**config.mk**
```make
export PLATFORM = sky130hd
export DESIGN_NAME = fetch_stage
export DESIGN_NICKNAME = d
export VERILOG_FILES = /design/src/rtl/fetch_pkg.sv /design/src/rtl/pc_select.sv /design/src/rtl/fetch_fifo.sv /design/src/rtl/prefetch_buffer.sv /design/src/rtl/if_id_reg.sv /design/src/rtl/pc_incr_check.sv /design/src/rtl/fetch_stage.sv
export SDC_FILE = /design/constraint.sdc
export NUM_CORES = 1
export LEC_CHECK = 0
export ABC_AREA = 1
export BUFFER_PORTS_ARGS = -buffer_cell sky130_fd_sc_hd__buf_2
export CORE_ASPECT_RATIO = 1.25
export CORE_MARGIN = 2
export CORE_UTILIZATION = 49
export CTS_CLUSTER_SIZE = 40
export DETAILED_ROUTE_END_ITERATION = 8
export PLACE_DENSITY = 0.85
export SYNTH_ARGS = -nofsm -noshare
export SYNTH_HDL_FRONTEND = slang
export SYNTH_SLANG_ARGS = --single-unit
```
**constraint.sdc**
```tcl
create_clock -name clk_i -period 3.85 [get_ports clk_i]
set_clock_uncertainty 0.2 [all_clocks]
set_input_delay 0.385 -clock clk_i [delete_from_list [all_inputs] [get_ports clk_i]]
set_output_delay 0.385 -clock clk_i [all_outputs]
set_load 0.02 [all_outputs]
```
**src/rtl/fetch_pkg.sv**
```systemverilog
/*
  Shared constants and types of the fetch stage.
  Only aligned 32-bit instructions are fetched, XLEN is fixed at 32.
  FIFO_DEPTH also bounds the number of outstanding bus requests.
*/
package fetch_pkg;

  //////////////////////////////////////////////////
  // widths and addresses
  //////////////////////////////////////////////////

  localparam int unsigned XLEN = 32;

  // boot entry sits this far above the 512-byte aligned boot base
  localparam logic [XLEN-1:0] BOOT_OFFSET  = 32'h0000_0100;

  // debug module entry points
  localparam logic [XLEN-1:0] DM_HALT_ADDR = 32'h1A11_0800;
  localparam logic [XLEN-1:0] DM_EXC_ADDR  = 32'h1A11_0808;

  // buffered words, equal to the outstanding request limit
  localparam int unsigned FIFO_DEPTH = 2;
  localparam int unsigned PTR_W      = (FIFO_DEPTH > 1) ? $clog2(FIFO_DEPTH) : 1;
  localparam int unsigned CNT_W      = $clog2(FIFO_DEPTH + 1);

  //////////////////////////////////////////////////
  // selectors
  //////////////////////////////////////////////////

  // source of the next fetch address
  typedef enum logic [2:0] {
    PC_BOOT = 3'd0,
    PC_JUMP = 3'd1,
    PC_EXC  = 3'd2,
    PC_ERET = 3'd3,
    PC_DRET = 3'd4
  } pc_sel_e;

  // exception target mode
  typedef enum logic [1:0] {
    EXC_PC_EXC     = 2'd0,
    EXC_PC_IRQ     = 2'd1,
    EXC_PC_DBD     = 2'd2,
    EXC_PC_DBG_EXC = 2'd3
  } exc_pc_sel_e;

  //////////////////////////////////////////////////
  // bundles
  //////////////////////////////////////////////////

  typedef struct packed {
    logic       irq;
    logic [4:0] cause;
  } exc_cause_t;

  // one fetched word with its address and bus error
  typedef struct packed {
    logic [XLEN-1:0] addr;
    logic [XLEN-1:0] rdata;
    logic            err;
  } fetch_word_t;

  typedef struct packed {
    logic            req;
    logic [XLEN-1:0] addr;
  } redirect_t;

  typedef struct packed {
    logic [XLEN-1:0] mtvec;
    logic [XLEN-1:0] mepc;
    logic [XLEN-1:0] depc;
  } csr_vec_t;

endpackage

```
**src/rtl/pc_select.sv**
```systemverilog
/*
  Next fetch address selection, purely combinational.
  Boot address bits 8..0 are ignored, mtvec bits 7..0 likewise.
  Vectored mode uses the cause code as is, the irq flag does not remap it.
*/
`timescale 1ns/1ps

module pc_select (
  input  fetch_pkg::pc_sel_e     pc_mux_i,
  input  fetch_pkg::exc_pc_sel_e exc_pc_mux_i,
  input  fetch_pkg::exc_cause_t  exc_cause_i,
  input  logic                   pc_set_i,
  input  logic [fetch_pkg::XLEN-1:0] boot_addr_i,
  input  logic [fetch_pkg::XLEN-1:0] branch_target_i,
  input  fetch_pkg::csr_vec_t    csr_i,
  output fetch_pkg::redirect_t   redirect_o,
  output logic                   csr_mtvec_init_o
);
  import fetch_pkg::*;

  logic [XLEN-1:0] exc_pc;
  logic [XLEN-1:0] boot_pc;
  logic [XLEN-1:0] next_pc;

  // exception target
  always_comb begin
    unique case (exc_pc_mux_i)
      EXC_PC_EXC:     exc_pc = {csr_i.mtvec[XLEN-1:8], 8'h00};
      // one 4-byte slot per cause code
      EXC_PC_IRQ:     exc_pc = {csr_i.mtvec[XLEN-1:8], 1'b0, exc_cause_i.cause, 2'b00};
      EXC_PC_DBD:     exc_pc = DM_HALT_ADDR;
      EXC_PC_DBG_EXC: exc_pc = DM_EXC_ADDR;
      default:        exc_pc = {csr_i.mtvec[XLEN-1:8], 8'h00};
    endcase
  end

  // boot base keeps the upper bits only
  assign boot_pc = {boot_addr_i[XLEN-1:9], 9'h000} + BOOT_OFFSET;

  // fetch address mux
  always_comb begin
    unique case (pc_mux_i)
      PC_BOOT: next_pc = boot_pc;
      PC_JUMP: next_pc = branch_target_i;
      PC_EXC:  next_pc = exc_pc;
      // return from trap
      PC_ERET: next_pc = csr_i.mepc;
      PC_DRET: next_pc = csr_i.depc;
      default: next_pc = boot_pc;
    endcase
  end

  // bit 0 is never a valid fetch address bit
  assign redirect_o.req  = pc_set_i;
  assign redirect_o.addr = {next_pc[XLEN-1:1], 1'b0};

  // CSR file loads its mtvec reset value on the boot jump
  assign csr_mtvec_init_o = pc_set_i & (pc_mux_i == PC_BOOT);

endmodule

```
**src/rtl/fetch_fifo.sv**
```systemverilog
/*
  Word buffer between bus responses and the IF-ID register.
  The caller must not push when full; slots are reserved upstream.
  Addresses are tracked here, starting at the flush address.
*/
`timescale 1ns/1ps

module fetch_fifo (
  input  logic                       clk_i,
  input  logic                       rst_ni,
  input  logic                       flush_i,
  input  logic [fetch_pkg::XLEN-1:0] flush_addr_i,
  input  logic                       push_i,
  input  logic [fetch_pkg::XLEN-1:0] push_rdata_i,
  input  logic                       push_err_i,
  input  logic                       pop_i,
  output logic                       valid_o,
  output fetch_pkg::fetch_word_t     word_o,
  output logic [fetch_pkg::CNT_W-1:0] count_o
);
  import fetch_pkg::*;

  logic [XLEN-1:0]  rdata_q [FIFO_DEPTH];
  logic             err_q   [FIFO_DEPTH];
  logic [PTR_W-1:0] rd_ptr_q;
  logic [PTR_W-1:0] wr_ptr_q;
  logic [CNT_W-1:0] count_q;
  logic [XLEN-1:0]  addr_q;
  logic             pop;

  // wrap at the depth, which need not be a power of two
  function automatic logic [PTR_W-1:0] ptr_inc(input logic [PTR_W-1:0] ptr);
    logic [PTR_W-1:0] nxt;
    nxt = (ptr == PTR_W'(FIFO_DEPTH - 1)) ? '0 : ptr + PTR_W'(1);
    return nxt;
  endfunction

  // nothing leaves while the buffer is being flushed
  assign valid_o = (count_q != '0) & ~flush_i;
  assign pop     = pop_i & valid_o;

  //////////////////////////////////////////////////
  // control
  //////////////////////////////////////////////////

  always_ff @(posedge clk_i or negedge rst_ni) begin
    if (!rst_ni) begin
      rd_ptr_q <= '0;
      wr_ptr_q <= '0;
      count_q  <= '0;
      addr_q   <= '0;
    end else if (flush_i) begin
      // drop every entry, restart address tracking
      rd_ptr_q <= '0;
      wr_ptr_q <= '0;
      count_q  <= '0;
      addr_q   <= flush_addr_i;
    end else begin
      if (push_i) begin
        wr_ptr_q <= ptr_inc(wr_ptr_q);
      end
      if (pop) begin
        rd_ptr_q <= ptr_inc(rd_ptr_q);
        addr_q   <= addr_q + XLEN'(4);
      end
      count_q <= count_q + CNT_W'(push_i) - CNT_W'(pop);
    end
  end

  // storage
  always_ff @(posedge clk_i) begin
    if (push_i && !flush_i) begin
      rdata_q[wr_ptr_q] <= push_rdata_i;
      err_q[wr_ptr_q]   <= push_err_i;
    end
  end

  assign word_o.addr  = addr_q;
  assign word_o.rdata = rdata_q[rd_ptr_q];
  assign word_o.err   = err_q[rd_ptr_q];
  assign count_o      = count_q;

endmodule

```
**src/rtl/prefetch_buffer.sv**
```systemverilog
/*
  Instruction bus master with word prefetch.
  A request pending at a redirect is still completed; its response is dropped
  and the new target is requested once that request is granted.
*/
`timescale 1ns/1ps

module prefetch_buffer (
  input  logic                       clk_i,
  input  logic                       rst_ni,
  input  logic                       req_i,
  input  fetch_pkg::redirect_t       redirect_i,
  input  logic                       ready_i,
  output logic                       valid_o,
  output fetch_pkg::fetch_word_t     word_o,
  output logic                       instr_req_o,
  output logic [fetch_pkg::XLEN-1:0] instr_addr_o,
  input  logic                       instr_gnt_i,
  input  logic                       instr_rvalid_i,
  input  logic [fetch_pkg::XLEN-1:0] instr_rdata_i,
  input  logic                       instr_err_i,
  output logic                       busy_o
);
  import fetch_pkg::*;

  logic             active_q;
  logic             hold_q;
  logic             hold_stale_q;
  logic [XLEN-1:0]  hold_addr_q;
  logic [XLEN-1:0]  fetch_addr_q;
  logic [CNT_W-1:0] out_q;
  logic [CNT_W-1:0] disc_q;
  logic [CNT_W-1:0] fifo_count;
  logic [CNT_W:0]   slots_used;
  logic             rsp_live_q;
  logic [XLEN-1:0]  rsp_rdata_q;
  logic             rsp_err_q;
  logic             redirect;
  logic             room;
  logic             issue_new;
  logic             granted;
  logic             gnt_stale;
  logic             rsp_live;

  assign redirect = redirect_i.req;

  //////////////////////////////////////////////////
  // request side
  //////////////////////////////////////////////////

  // in flight, waiting to be pushed and buffered all hold a slot
  assign slots_used = {1'b0, out_q} + {1'b0, fifo_count} + (CNT_W + 1)'(rsp_live_q);
  assign room       = slots_used < (CNT_W + 1)'(FIFO_DEPTH);

  // no new address goes out in the redirect cycle itself
  assign issue_new = active_q & ~redirect & ~hold_q & room;

  // an ungranted request keeps its address
  assign instr_req_o  = hold_q | issue_new;
  assign instr_addr_o = hold_q ? hold_addr_q : fetch_addr_q;

  assign granted   = instr_req_o & instr_gnt_i;
  assign gnt_stale = granted & (hold_stale_q | redirect);

  // the response in a redirect cycle always belongs to an older request
  assign rsp_live = instr_rvalid_i & ~redirect & (disc_q == '0);

  always_ff @(posedge clk_i or negedge rst_ni) begin
    if (!rst_ni) begin
      active_q     <= 1'b0;
      hold_q       <= 1'b0;
      hold_stale_q <= 1'b0;
      out_q        <= '0;
      disc_q       <= '0;
      rsp_live_q   <= 1'b0;
      fetch_addr_q <= '0;
    end else begin
      // fetching starts on a redirect and stops when req_i drops
      active_q     <= redirect ? req_i : (active_q & req_i);
      hold_q       <= instr_req_o & ~instr_gnt_i;
      hold_stale_q <= instr_req_o & ~instr_gnt_i & (hold_stale_q | redirect);
      out_q        <= out_q + CNT_W'(granted) - CNT_W'(instr_rvalid_i);
      if (redirect) begin
        // everything still in flight is now stale
        disc_q <= out_q + CNT_W'(granted) - CNT_W'(instr_rvalid_i);
      end else begin
        disc_q <= disc_q + CNT_W'(gnt_stale) - CNT_W'(instr_rvalid_i & (disc_q != '0));
      end
      rsp_live_q <= rsp_live;
      if (redirect) begin
        fetch_addr_q <= redirect_i.addr;
      end else if (granted && !gnt_stale) begin
        fetch_addr_q <= fetch_addr_q + XLEN'(4);
      end
    end
  end

  // held address and registered response
  always_ff @(posedge clk_i) begin
    if (issue_new) begin
      hold_addr_q <= fetch_addr_q;
    end
    if (instr_rvalid_i) begin
      rsp_rdata_q <= instr_rdata_i;
      rsp_err_q   <= instr_err_i;
    end
  end

  //////////////////////////////////////////////////
  // buffer
  //////////////////////////////////////////////////

  fetch_fifo u_fetch_fifo (
    .clk_i        (clk_i),
    .rst_ni       (rst_ni),
    .flush_i      (redirect),
    .flush_addr_i (redirect_i.addr),
    .push_i       (rsp_live_q),
    .push_rdata_i (rsp_rdata_q),
    .push_err_i   (rsp_err_q),
    .pop_i        (ready_i),
    .valid_o      (valid_o),
    .word_o       (word_o),
    .count_o      (fifo_count)
  );

  assign busy_o = hold_q | (out_q != '0);

endmodule

```
**src/rtl/if_id_reg.sv**
```systemverilog
/*
  IF-ID pipeline register.
  Valid is held until explicitly cleared by the ID stage.
  A redirect in the transfer cycle squashes the incoming word.
*/
`timescale 1ns/1ps

module if_id_reg (
  input  logic                   clk_i,
  input  logic                   rst_ni,
  input  logic                   valid_i,
  input  fetch_pkg::fetch_word_t word_i,
  input  logic                   id_in_ready_i,
  input  logic                   pc_set_i,
  input  logic                   instr_valid_clear_i,
  output logic                   ready_o,
  output logic                   instr_valid_id_o,
  output logic                   instr_new_id_o,
  output fetch_pkg::fetch_word_t id_word_o
);

  logic transfer;
  logic valid_d;
  logic valid_q;
  logic new_q;

  // ID pulls the word, no extra stall source in IF
  assign ready_o  = id_in_ready_i;
  assign transfer = valid_i & id_in_ready_i;

  // set by an unsquashed transfer, held until cleared
  assign valid_d = (transfer & ~pc_set_i) | (valid_q & ~instr_valid_clear_i);

  always_ff @(posedge clk_i or negedge rst_ni) begin
    if (!rst_ni) begin
      valid_q <= 1'b0;
      new_q   <= 1'b0;
    end else begin
      valid_q <= valid_d;
      // one pulse per accepted word
      new_q   <= transfer;
    end
  end

  // word register, frozen while ID stalls
  always_ff @(posedge clk_i) begin
    if (transfer) begin
      id_word_o <= word_i;
    end
  end

  assign instr_valid_id_o = valid_q;
  assign instr_new_id_o   = new_q;

endmodule

```
**src/rtl/pc_incr_check.sv**
```systemverilog
/*
  Sequential PC consistency check.
  Assumes every instruction is a 4-byte word.
*/
`timescale 1ns/1ps

module pc_incr_check (
  input  logic                   clk_i,
  input  logic                   rst_ni,
  input  logic                   new_i,
  input  fetch_pkg::fetch_word_t id_word_i,
  input  fetch_pkg::fetch_word_t if_word_i,
  input  logic                   if_valid_i,
  input  logic                   pc_set_i,
  output logic                   pc_mismatch_alert_o
);
  import fetch_pkg::*;

  logic            seq_q;
  logic            seq_run;
  logic [XLEN-1:0] expected_pc;
  logic            mismatch;

  // a run starts with the first word in ID after a redirect
  assign seq_run     = seq_q | new_i;
  assign expected_pc = id_word_i.addr + XLEN'(4);
  assign mismatch    = if_valid_i & (if_word_i.addr != expected_pc);

  always_ff @(posedge clk_i or negedge rst_ni) begin
    if (!rst_ni) begin
      seq_q               <= 1'b0;
      pc_mismatch_alert_o <= 1'b0;
    end else begin
      // redirects and faulting words break the run
      seq_q               <= seq_run & ~pc_set_i & ~(if_valid_i & if_word_i.err);
      pc_mismatch_alert_o <= seq_run & ~pc_set_i & mismatch;
    end
  end

endmodule

```
**src/rtl/fetch_stage.sv**
```systemverilog
/*
  Instruction fetch stage top level.
  Fetching begins with a redirect while req_i is high, usually the boot jump.
*/
`timescale 1ns/1ps

module fetch_stage (
  input  logic                       clk_i,
  input  logic                       rst_ni,
  input  logic                       req_i,
  // next PC control
  input  fetch_pkg::pc_sel_e         pc_mux_i,
  input  fetch_pkg::exc_pc_sel_e     exc_pc_mux_i,
  input  fetch_pkg::exc_cause_t      exc_cause_i,
  input  logic                       pc_set_i,
  input  logic [fetch_pkg::XLEN-1:0] boot_addr_i,
  input  logic [fetch_pkg::XLEN-1:0] branch_target_i,
  input  fetch_pkg::csr_vec_t        csr_i,
  // instruction bus
  output logic                       instr_req_o,
  output logic [fetch_pkg::XLEN-1:0] instr_addr_o,
  input  logic                       instr_gnt_i,
  input  logic                       instr_rvalid_i,
  input  logic [fetch_pkg::XLEN-1:0] instr_rdata_i,
  input  logic                       instr_err_i,
  // ID side
  input  logic                       id_in_ready_i,
  input  logic                       instr_valid_clear_i,
  output logic                       instr_valid_id_o,
  output logic                       instr_new_id_o,
  output logic [fetch_pkg::XLEN-1:0] instr_rdata_id_o,
  output logic [fetch_pkg::XLEN-1:0] pc_id_o,
  output logic                       instr_fetch_err_o,
  // status
  output logic                       csr_mtvec_init_o,
  output logic                       if_busy_o,
  output logic                       pc_mismatch_alert_o
);
  import fetch_pkg::*;

  redirect_t   redirect;
  logic        if_valid;
  logic        if_ready;
  fetch_word_t if_word;
  fetch_word_t id_word;

  pc_select u_pc_select (
    .pc_mux_i         (pc_mux_i),
    .exc_pc_mux_i     (exc_pc_mux_i),
    .exc_cause_i      (exc_cause_i),
    .pc_set_i         (pc_set_i),
    .boot_addr_i      (boot_addr_i),
    .branch_target_i  (branch_target_i),
    .csr_i            (csr_i),
    .redirect_o       (redirect),
    .csr_mtvec_init_o (csr_mtvec_init_o)
  );

  prefetch_buffer u_prefetch_buffer (
    .clk_i          (clk_i),
    .rst_ni         (rst_ni),
    .req_i          (req_i),
    .redirect_i     (redirect),
    .ready_i        (if_ready),
    .valid_o        (if_valid),
    .word_o         (if_word),
    .instr_req_o    (instr_req_o),
    .instr_addr_o   (instr_addr_o),
    .instr_gnt_i    (instr_gnt_i),
    .instr_rvalid_i (instr_rvalid_i),
    .instr_rdata_i  (instr_rdata_i),
    .instr_err_i    (instr_err_i),
    .busy_o         (if_busy_o)
  );

  if_id_reg u_if_id_reg (
    .clk_i               (clk_i),
    .rst_ni              (rst_ni),
    .valid_i             (if_valid),
    .word_i              (if_word),
    .id_in_ready_i       (id_in_ready_i),
    .pc_set_i            (pc_set_i),
    .instr_valid_clear_i (instr_valid_clear_i),
    .ready_o             (if_ready),
    .instr_valid_id_o    (instr_valid_id_o),
    .instr_new_id_o      (instr_new_id_o),
    .id_word_o           (id_word)
  );

  pc_incr_check u_pc_incr_check (
    .clk_i               (clk_i),
    .rst_ni              (rst_ni),
    .new_i               (instr_new_id_o),
    .id_word_i           (id_word),
    .if_word_i           (if_word),
    .if_valid_i          (if_valid),
    .pc_set_i            (pc_set_i),
    .pc_mismatch_alert_o (pc_mismatch_alert_o)
  );

  // unpack the ID word
  assign instr_rdata_id_o  = id_word.rdata;
  assign pc_id_o           = id_word.addr;
  assign instr_fetch_err_o = id_word.err;

endmodule

```
==> results.cfg, run 1 <==
[synth]
dominantRegCellSynth = edfxtp_1
synth_sequential_area_ratio_pct = 56.16
synth.most_common_cell = nand2_1
synth_top_area_share_pct = 42.07
synthCells = 1491
combinational_family_with_the_most_area_after_synthesis = simple AND/OR/NAND/NOR gates
synth_enable_flop_cells = 194
adder_and_majority_cell_fraction_of_the_synthesized_area_pct = 1.048
synth_simple_gate_area_share_pct = 23.08
synth_seq_cells = 272
synth-compound-area-share_pct = 8.755
synth_area_per_cell_um2 = 9.288
synth.cell_area_um2 = 13850
synth.mux.area_fraction_pct = 2.683
yosys_warnings = 0
synth_area_leader_cell = edfxtp_1
synthArstFlopShare_pct = 28.68
ys_top_cells_by_area = edfxtp_1 (42%), dfrtp_1 (14%), nand2_1 (11%), nor2_1 (4.2%), inv_1 (3.6%)
synth.distinct_cells = 53
yosys.area_share.xor_xnor_pct = 2.756
synth_commonest_cells = nand2_1 (409), edfxtp_1 (194), nor2_1 (155)

[clocking]
cts-htree-levels = 1
cts.root.buffer_cell = clkbuf_16
cts-root-to-sink-buffers = 3
post-cts-setup-buffers = 0
cts_inserted_buffers = 27
cts.sink_count = 272
tritoncts = built
clk-insertion-delay-late_ns = 0.56
clkTransAtPathRegs_ns = 0.07

[detailed_routing]
via_per_inst = 5.710
detail_route.wirelength_um = 46230
detailed_route_iter0_violations = 1206
postRouteAntennaNets = 0
drt_pass1_iterations = 6
wire_per_inst_um = 21.10
remaining_drc_errors = 0
dr_total_vias = 12510

[placed_design]
dpl-instance-area_um2 = 15690
port_buffers = 291
pre_cts_slack_ns = 0.8066
gp_congestion = 0.9556
hpwl_um = 31760

[finish]
filler_cell_count = 2297
final_layout_size_suffix_gt1_share_pct = 23.85
fin_area_um2 = 16950
layout-area-overhead-vs-synth_pct = 22.43
finish.net_count = 2043
antenna_diodes = 0

[critical_path]
crit_path_top_delay_cell = fa_1
critPathKind = register to register
path_delay_family = adder cells
start_kind = register
critPathCaptureType = register
cp_cell_sequence = ha_1 -> a21oi_1 -> fa_1 -> nand3_1 -> o21ai_2 -> nand2_1 -> inv_1 -> nand2_1 -> nand2_1 -> buf_4 -> inv_2 -> nor2_1 -> a22oi_1
timing.critical_path.mode_cell = nand2_1
worstPathRequired_ns = 4.11
crit_buf_inv = 3
path_max_fanout = 15
timing.critical_path.arrival_ns = 3.34
cp_slowest_stage_delay_ns = 0.43

[global_routing]
grt.busiest_layer = met2
grt_start_max_net_pins = 79
initial_antenna_violation_count = 1
grt-ovfl-total = 0
globalRouteMet1Util_pct = 37.95
grt_usage_pct = 30.91
grt.met2_usage_pct = 52.95
vias_in_the_first_global_route = 12320
grt_first_pass_wirelength_um = 69450
global_routing_usage_on_met3_pct = 5.280

[sta]
setup_repair_after_global_routing_missed_its_margin = no
slew_violations = 0
holdWs_ns = 0.07646
worst_slew_pin_slew_ns = 1.081
setup_viol_count_final = 0
timing.setup.tns_ns = 0
final.min_clock_period_ns = 3.081
post-route-worst-setup-slack_ns = 0.7694
fmax_mhz = 324.6
period_share_pct = 80.02
slew_headroom_pct = 27.92
hold_violations = 0

[die]
num_io_pins = 315
placeableCoreArea_um2 = 27740
std_cell_rows = 68
die_height_um = 192.0
die_area_um2 = 29630
floorplan.initialDensity_pct = 49.93
die_w_um = 154.4

[pwr]
netSwitchingFraction_pct = 33.36
p_per_area_nw_per_um2 = 507.0
seqPwrFrac_pct = 45.7
pwr-share-clk_pct = 31.1
cellLeakagePower_nw = 7.274
share_comb_of_total_power_pct = 23.1
power.internal_mw = 5.728
max-vdd-ir-drop_mv = 0.4296
net_load_switching_power_mw = 2.868

[min_path]
holdCritPathClass = primary input to register

[flow_run]
max_cap_viol_count = 0

[run_status]
status = completed
[metrics by stage]
stage / power, mW / cells / util [%]
detailed placement: 5.896 / 2103 / 56.58
global placement: 5.815 / 2103 / 56.58
CTS: 8.540 / 2191 / 61.12
finish: 8.595 / 2191 / 61.12
floorplan: 5.135 / 1492 / -
global route: 8.952 / 2191 / 61.12
[path summary, 6_finish.rpt]
kind	to	depth (start not counted)	startpoint	slack, ns
max	u_prefetch_buffer.fetch_addr_q[25]	13	u_prefetch_buffer.u_fetch_fifo.count_o[0]	0.77
min	u_prefetch_buffer.u_fetch_fifo.count_o[0]	2	pc_set_i	0.08
max reg2reg	u_prefetch_buffer.fetch_addr_q[25]	13	u_prefetch_buffer.u_fetch_fifo.count_o[0]	0.77
min reg2reg	u_prefetch_buffer.u_fetch_fifo.rdata_q[0][21]	0	u_prefetch_buffer.rsp_rdata_q[21]	0.25
max in group asynchronous	u_prefetch_buffer.disc_q[0]	2	rst_ni	2.37
min in group asynchronous	u_prefetch_buffer.fetch_addr_q[22]	2	rst_ni	0.37
[metal layers]
metal  share of wire, %  wire length [um]
met2                 48             22140
met3                9.3              4314
met1                 37             17070
met5              0.037                17
met4                5.8              2677
[what timing repair did]
action                     in CTS  in global routing
hold endpoints to repair      116                  0
resized for setup               0                  0
hold buffers                   38                  0
setup endpoints to repair       0                  0
[cell usage in the layout, fill, tap and decap left out, drive strengths merged, types with 4 or more instances in the layout]
cell type    Yosys  final
a31oi           30     30
nor4             5      5
a32oi           12     12
edfxtp         194    194
o21ai           82     82
dfrtp           78     78
nor3            20     20
nand3           73     73
ha              10     10
a21oi           36     36
nand2          421    421
or2              4      4
xnor2           12     12
clkbuf          20     34
inv            142    146
o211ai           5      5
dlygate4sd3      0     38
clkinv           1     10
a22oi           18     18
mux2            33     33
buf             28    309
nor2           172    172
xor2            29     29
nand4           41     41
[cell type report]
cell class | instances | area [um2] | share of cell area [%]
flip-flops and latches | 272 | 7777 | 45.87
well taps | 350 | 437.9 | 2.583
clock inverters | 16 | 158.9 | 0.9373
inverters | 143 | 536.8 | 3.166
clock buffers | 34 | 721.9 | 4.258
multi-input cells | 1029 | 5346 | 31.53
repair buffers | 347 | 1974 | 11.65
[kinds of logic after synthesis]
group / Yosys count
compound gates: 201
xor+xnor: 42
fa+ha+maj: 11
buf+inv: 191
flops: 272
mux: 33
other cells: 1
simple gates: 740
[flip-flops by register name (all words and copies together), names as in the netlist]
| name | flops |
|---|---|
| u_if_id_reg.id_word_o | 64 |
| u_prefetch_buffer.u_fetch_fifo.rdata_q | 64 |
| u_prefetch_buffer.rsp_rdata_q | 32 |
| u_prefetch_buffer.fetch_addr_q | 31 |
| u_prefetch_buffer.hold_addr_q | 31 |
| u_prefetch_buffer.u_fetch_fifo.addr_q | 31 |
| u_prefetch_buffer.disc_q | 2 |
| u_prefetch_buffer.out_q | 2 |
| u_prefetch_buffer.u_fetch_fifo.count_o | 2 |
| u_prefetch_buffer.u_fetch_fifo.err_q | 2 |
| u_if_id_reg.instr_new_id_o | 1 |
| u_if_id_reg.instr_valid_id_o | 1 |
| u_pc_incr_check.pc_mismatch_alert_o | 1 |
| u_pc_incr_check.seq_q | 1 |
| u_prefetch_buffer.active_q | 1 |
| u_prefetch_buffer.hold_q | 1 |
| u_prefetch_buffer.hold_stale_q | 1 |
| u_prefetch_buffer.rsp_err_q | 1 |
| u_prefetch_buffer.rsp_live_q | 1 |
| u_prefetch_buffer.u_fetch_fifo.rd_ptr_q | 1 |
| u_prefetch_buffer.u_fetch_fifo.wr_ptr_q | 1 |
[power groups by stage]
stage | sequential (mW) | clock, mW | combinational (mW)
floorplan | 3.90 | 0 | 1.23
global placement | 3.94 | 0 | 1.88
detailed placement | 3.97 | 0 | 1.93
CTS | 3.91 | 2.66 | 1.97
global route | 3.97 | 2.79 | 2.19
finish | 3.93 | 2.68 | 1.99
[worst register-to-register path, delay by kind of cell (launching register included)]
family,cells,cell delay (ns)
AOI/OAI and AO/OA,3,0.45
adders and majority gates,2,0.73
buffers and inverters,3,0.53
DFF,1,0.41
and+or+nand+nor,5,0.68
Note: power is estimated with default switching activity, not from simulation.
==> run 2: changes to the inputs <==
==> constraint.sdc (replaced) <==
create_clock -name clk_i -period 2.6 [get_ports clk_i]
set_clock_uncertainty 0.2 [all_clocks]
set_input_delay 0.26 -clock clk_i [delete_from_list [all_inputs] [get_ports clk_i]]
set_output_delay 0.26 -clock clk_i [all_outputs]
set_load 0.02 [all_outputs]
==> results.cfg, run 2 (synthesis gave the netlist of run 1 again) <==
[detailed_routing]
detailed_route_iter0_violations = 1024
wire_per_inst_um = 21.15
dr_total_vias = 12820
postRouteAntennaNets = 0
via_per_inst = 5.748
remaining_drc_errors = 0
detail_route.wirelength_um = 47160
drt_pass1_iterations = 6

[critical_path]
timing.critical_path.arrival_ns = 2.26
critPathKind = register to output port
cp_slowest_stage_delay_ns = 0.50
crit_path_top_delay_cell = fa_1
cp_cell_sequence = ha_4 -> a21oi_2 -> fa_1 -> nand3_2 -> o21ai_4 -> buf_6 -> buf_6
crit-reg2reg-launch = u_prefetch_buffer.out_q[0]
r2r_slack_ns = 0.01
crit_buf_inv = 2
path_max_fanout = 2
worst_r2r_endpoint = u_prefetch_buffer.fetch_addr_q[11]
path_delay_family = adder cells
worstPathRequired_ns = 2.14
timing.critical_path.mode_cell = buf_6
worstSetupEndpoint = instr_req_o
critical_path_depth = 7
worstRegToRegCells = 12
critPathCaptureType = output port
crit_start = u_prefetch_buffer.out_q[0]
start_kind = register

[placed_design]
gp_congestion = 0.9652
port_buffers = 291
place_inst = 2132
dpl-instance-area_um2 = 16060
hpwl_um = 33260

[run_status]
violations = setup timing
status = finished with violations

[sta]
post-route-worst-setup-slack_ns = -0.1232
slew_headroom_pct = 40.83
setup_viol_count_final = 1
fmax_mhz = 367.2
final.min_clock_period_ns = 2.723
hold_violations = 0
timing.setup.tns_ns = -0.1232
slew_violations = 0
worst_slew_pin_slew_ns = 0.8782
period_share_pct = 104.7
setup_repair_after_global_routing_missed_its_margin = yes

[finish]
layout_top_registers = u_if_id_reg.id_word_o x64, u_prefetch_buffer.u_fetch_fifo.rdata_q x64, u_prefetch_buffer.rsp_rdata_q x32
filler_cell_count = 2225
mostFrequentLayoutCell = nand2_1
layout-area-overhead-vs-synth_pct = 26.42
regArea_um2 = 7777
finalCoreUtilization_pct = 63.12
finish.net_count = 2082
fin_area_um2 = 17510
multi_input_comb_area_um2 = 5461
post_layout_nonfiller_instances = 2230
mostFrequentLayoutCells = nand2_1 (407), buf_2 (289), edfxtp_1 (194), nor2_1 (153), inv_1 (131)
final_layout_size_suffix_gt1_share_pct = 25.97

[global_routing]
grt.busiest_layer = met2
grt_first_pass_wirelength_um = 69480
grt_usage_pct = 30.92
grt.met2_usage_pct = 54.26
grt_start_max_net_pins = 59
global_routing_usage_on_met3_pct = 4.874
vias_in_the_first_global_route = 12520
globalRouteMet1Util_pct = 36.97
grt-ovfl-total = 0
initial_antenna_violation_count = 1

[die]
die_area_um2 = 29630
num_io_pins = 315
floorplan.initialDensity_pct = 49.93
die_w_um = 154.4
placeableCoreArea_um2 = 27740
std_cell_rows = 68
die_height_um = 192.0

[flow_run]
max_cap_viol_count = 0

[min_path]
holdCritPathClass = primary input to register

[clocking]
cts_inserted_buffers = 27
cts-htree-levels = 1
clkTransAtPathRegs_ns = 0.06
cts.sink_count = 272
cts-root-to-sink-buffers = 3
cts.root.buffer_cell = clkbuf_16
clk-insertion-delay-late_ns = 0.54
tritoncts = built

[pwr]
cellLeakagePower_nw = 7.490
max-vdd-ir-drop_mv = 0.6738
p_per_area_nw_per_um2 = 729.9
-- run 2: changes by cell type in the layout (fill, tap and decap cells not counted), moves of 3 or more --
cell and change:
buf_6 +5, ha_1 -3, buf_4 +21, a21oi_2 +3
buf_12 +9, clkinvlp_4 +4, clkbuf_16 +3, ha_4 +3
a21oi_1 -3
-- run 2: how the worst min path moves through the flow --
stage / startpoint / to / slack (ns) / depth (start not counted)
floorplan: rst_ni / u_if_id_reg.instr_new_id_o / -0.24 / 0
global placement: rst_ni / u_prefetch_buffer.fetch_addr_q[26] / 0.1 / 1
detailed placement: rst_ni / u_prefetch_buffer.fetch_addr_q[26] / 0.10 / 1
CTS: csr_i[33] / u_prefetch_buffer.fetch_addr_q[1] / 0.03 / 5
global route: id_in_ready_i / u_prefetch_buffer.u_fetch_fifo.rd_ptr_q / 0.06 / 4
finish: csr_i[33] / u_prefetch_buffer.fetch_addr_q[1] / 0.006 / 5
-- run 2: layer usage --
layer	vias up	wire [um]
met5	-	0
met4	0	2801
met3	172	4200
met2	781	22980
met1	6066	17180
li1	5800	-
-- run 2: worst reg2reg max path: cells and delay by family, from the launching register on --
kind            cells  cell delay [ns]
compound gates      3             0.36
fa+ha+maj           2             0.78
buf+inv             3             0.39
flops               1             0.42
simple gates        4             0.33
-- run 2: power by group --
part	switching, mW	total (mW)	leakage, nW	internal, mW
combinational	2.02	3.23	4.36	1.21
sequential	0.568	5.83	2.74	5.27
clock	1.68	3.72	0.390	2.04
-- run 2: repair_timing --
action                                  CTS  global route
cloned                                    0             6
gates resized for setup                   7            15
endpoints found under the setup margin    3            63
hold endpoints to repair                104             0
hold buffers                             40             0
buffers inserted                          1             1
pin swaps                                 3             3
-- run 2: layout make-up --
class | count | share of cell area [%]
multi-input combinational | 1029 | 31.20
antenna | 1 | 0.01429
clock inverter | 15 | 0.6361
timing repair buffer | 386 | 14.04
inverter | 143 | 3.116
tap | 350 | 2.501
clock buffer | 34 | 4.067
sequential | 272 | 44.43
-- run 2: metrics by stage --
step	hold slack [ns]	power (mW)	worst slack, ns
after CTS	0.02568	12.63	-0.1496
after global routing	0.05837	13.31	-0.2015
after global placement	0.09803	8.754	0.07233
after floorplan	-0.2356	7.636	-0.3410
after detailed placement	0.1034	8.869	-0.03952
final	0.005545	12.78	-0.1232
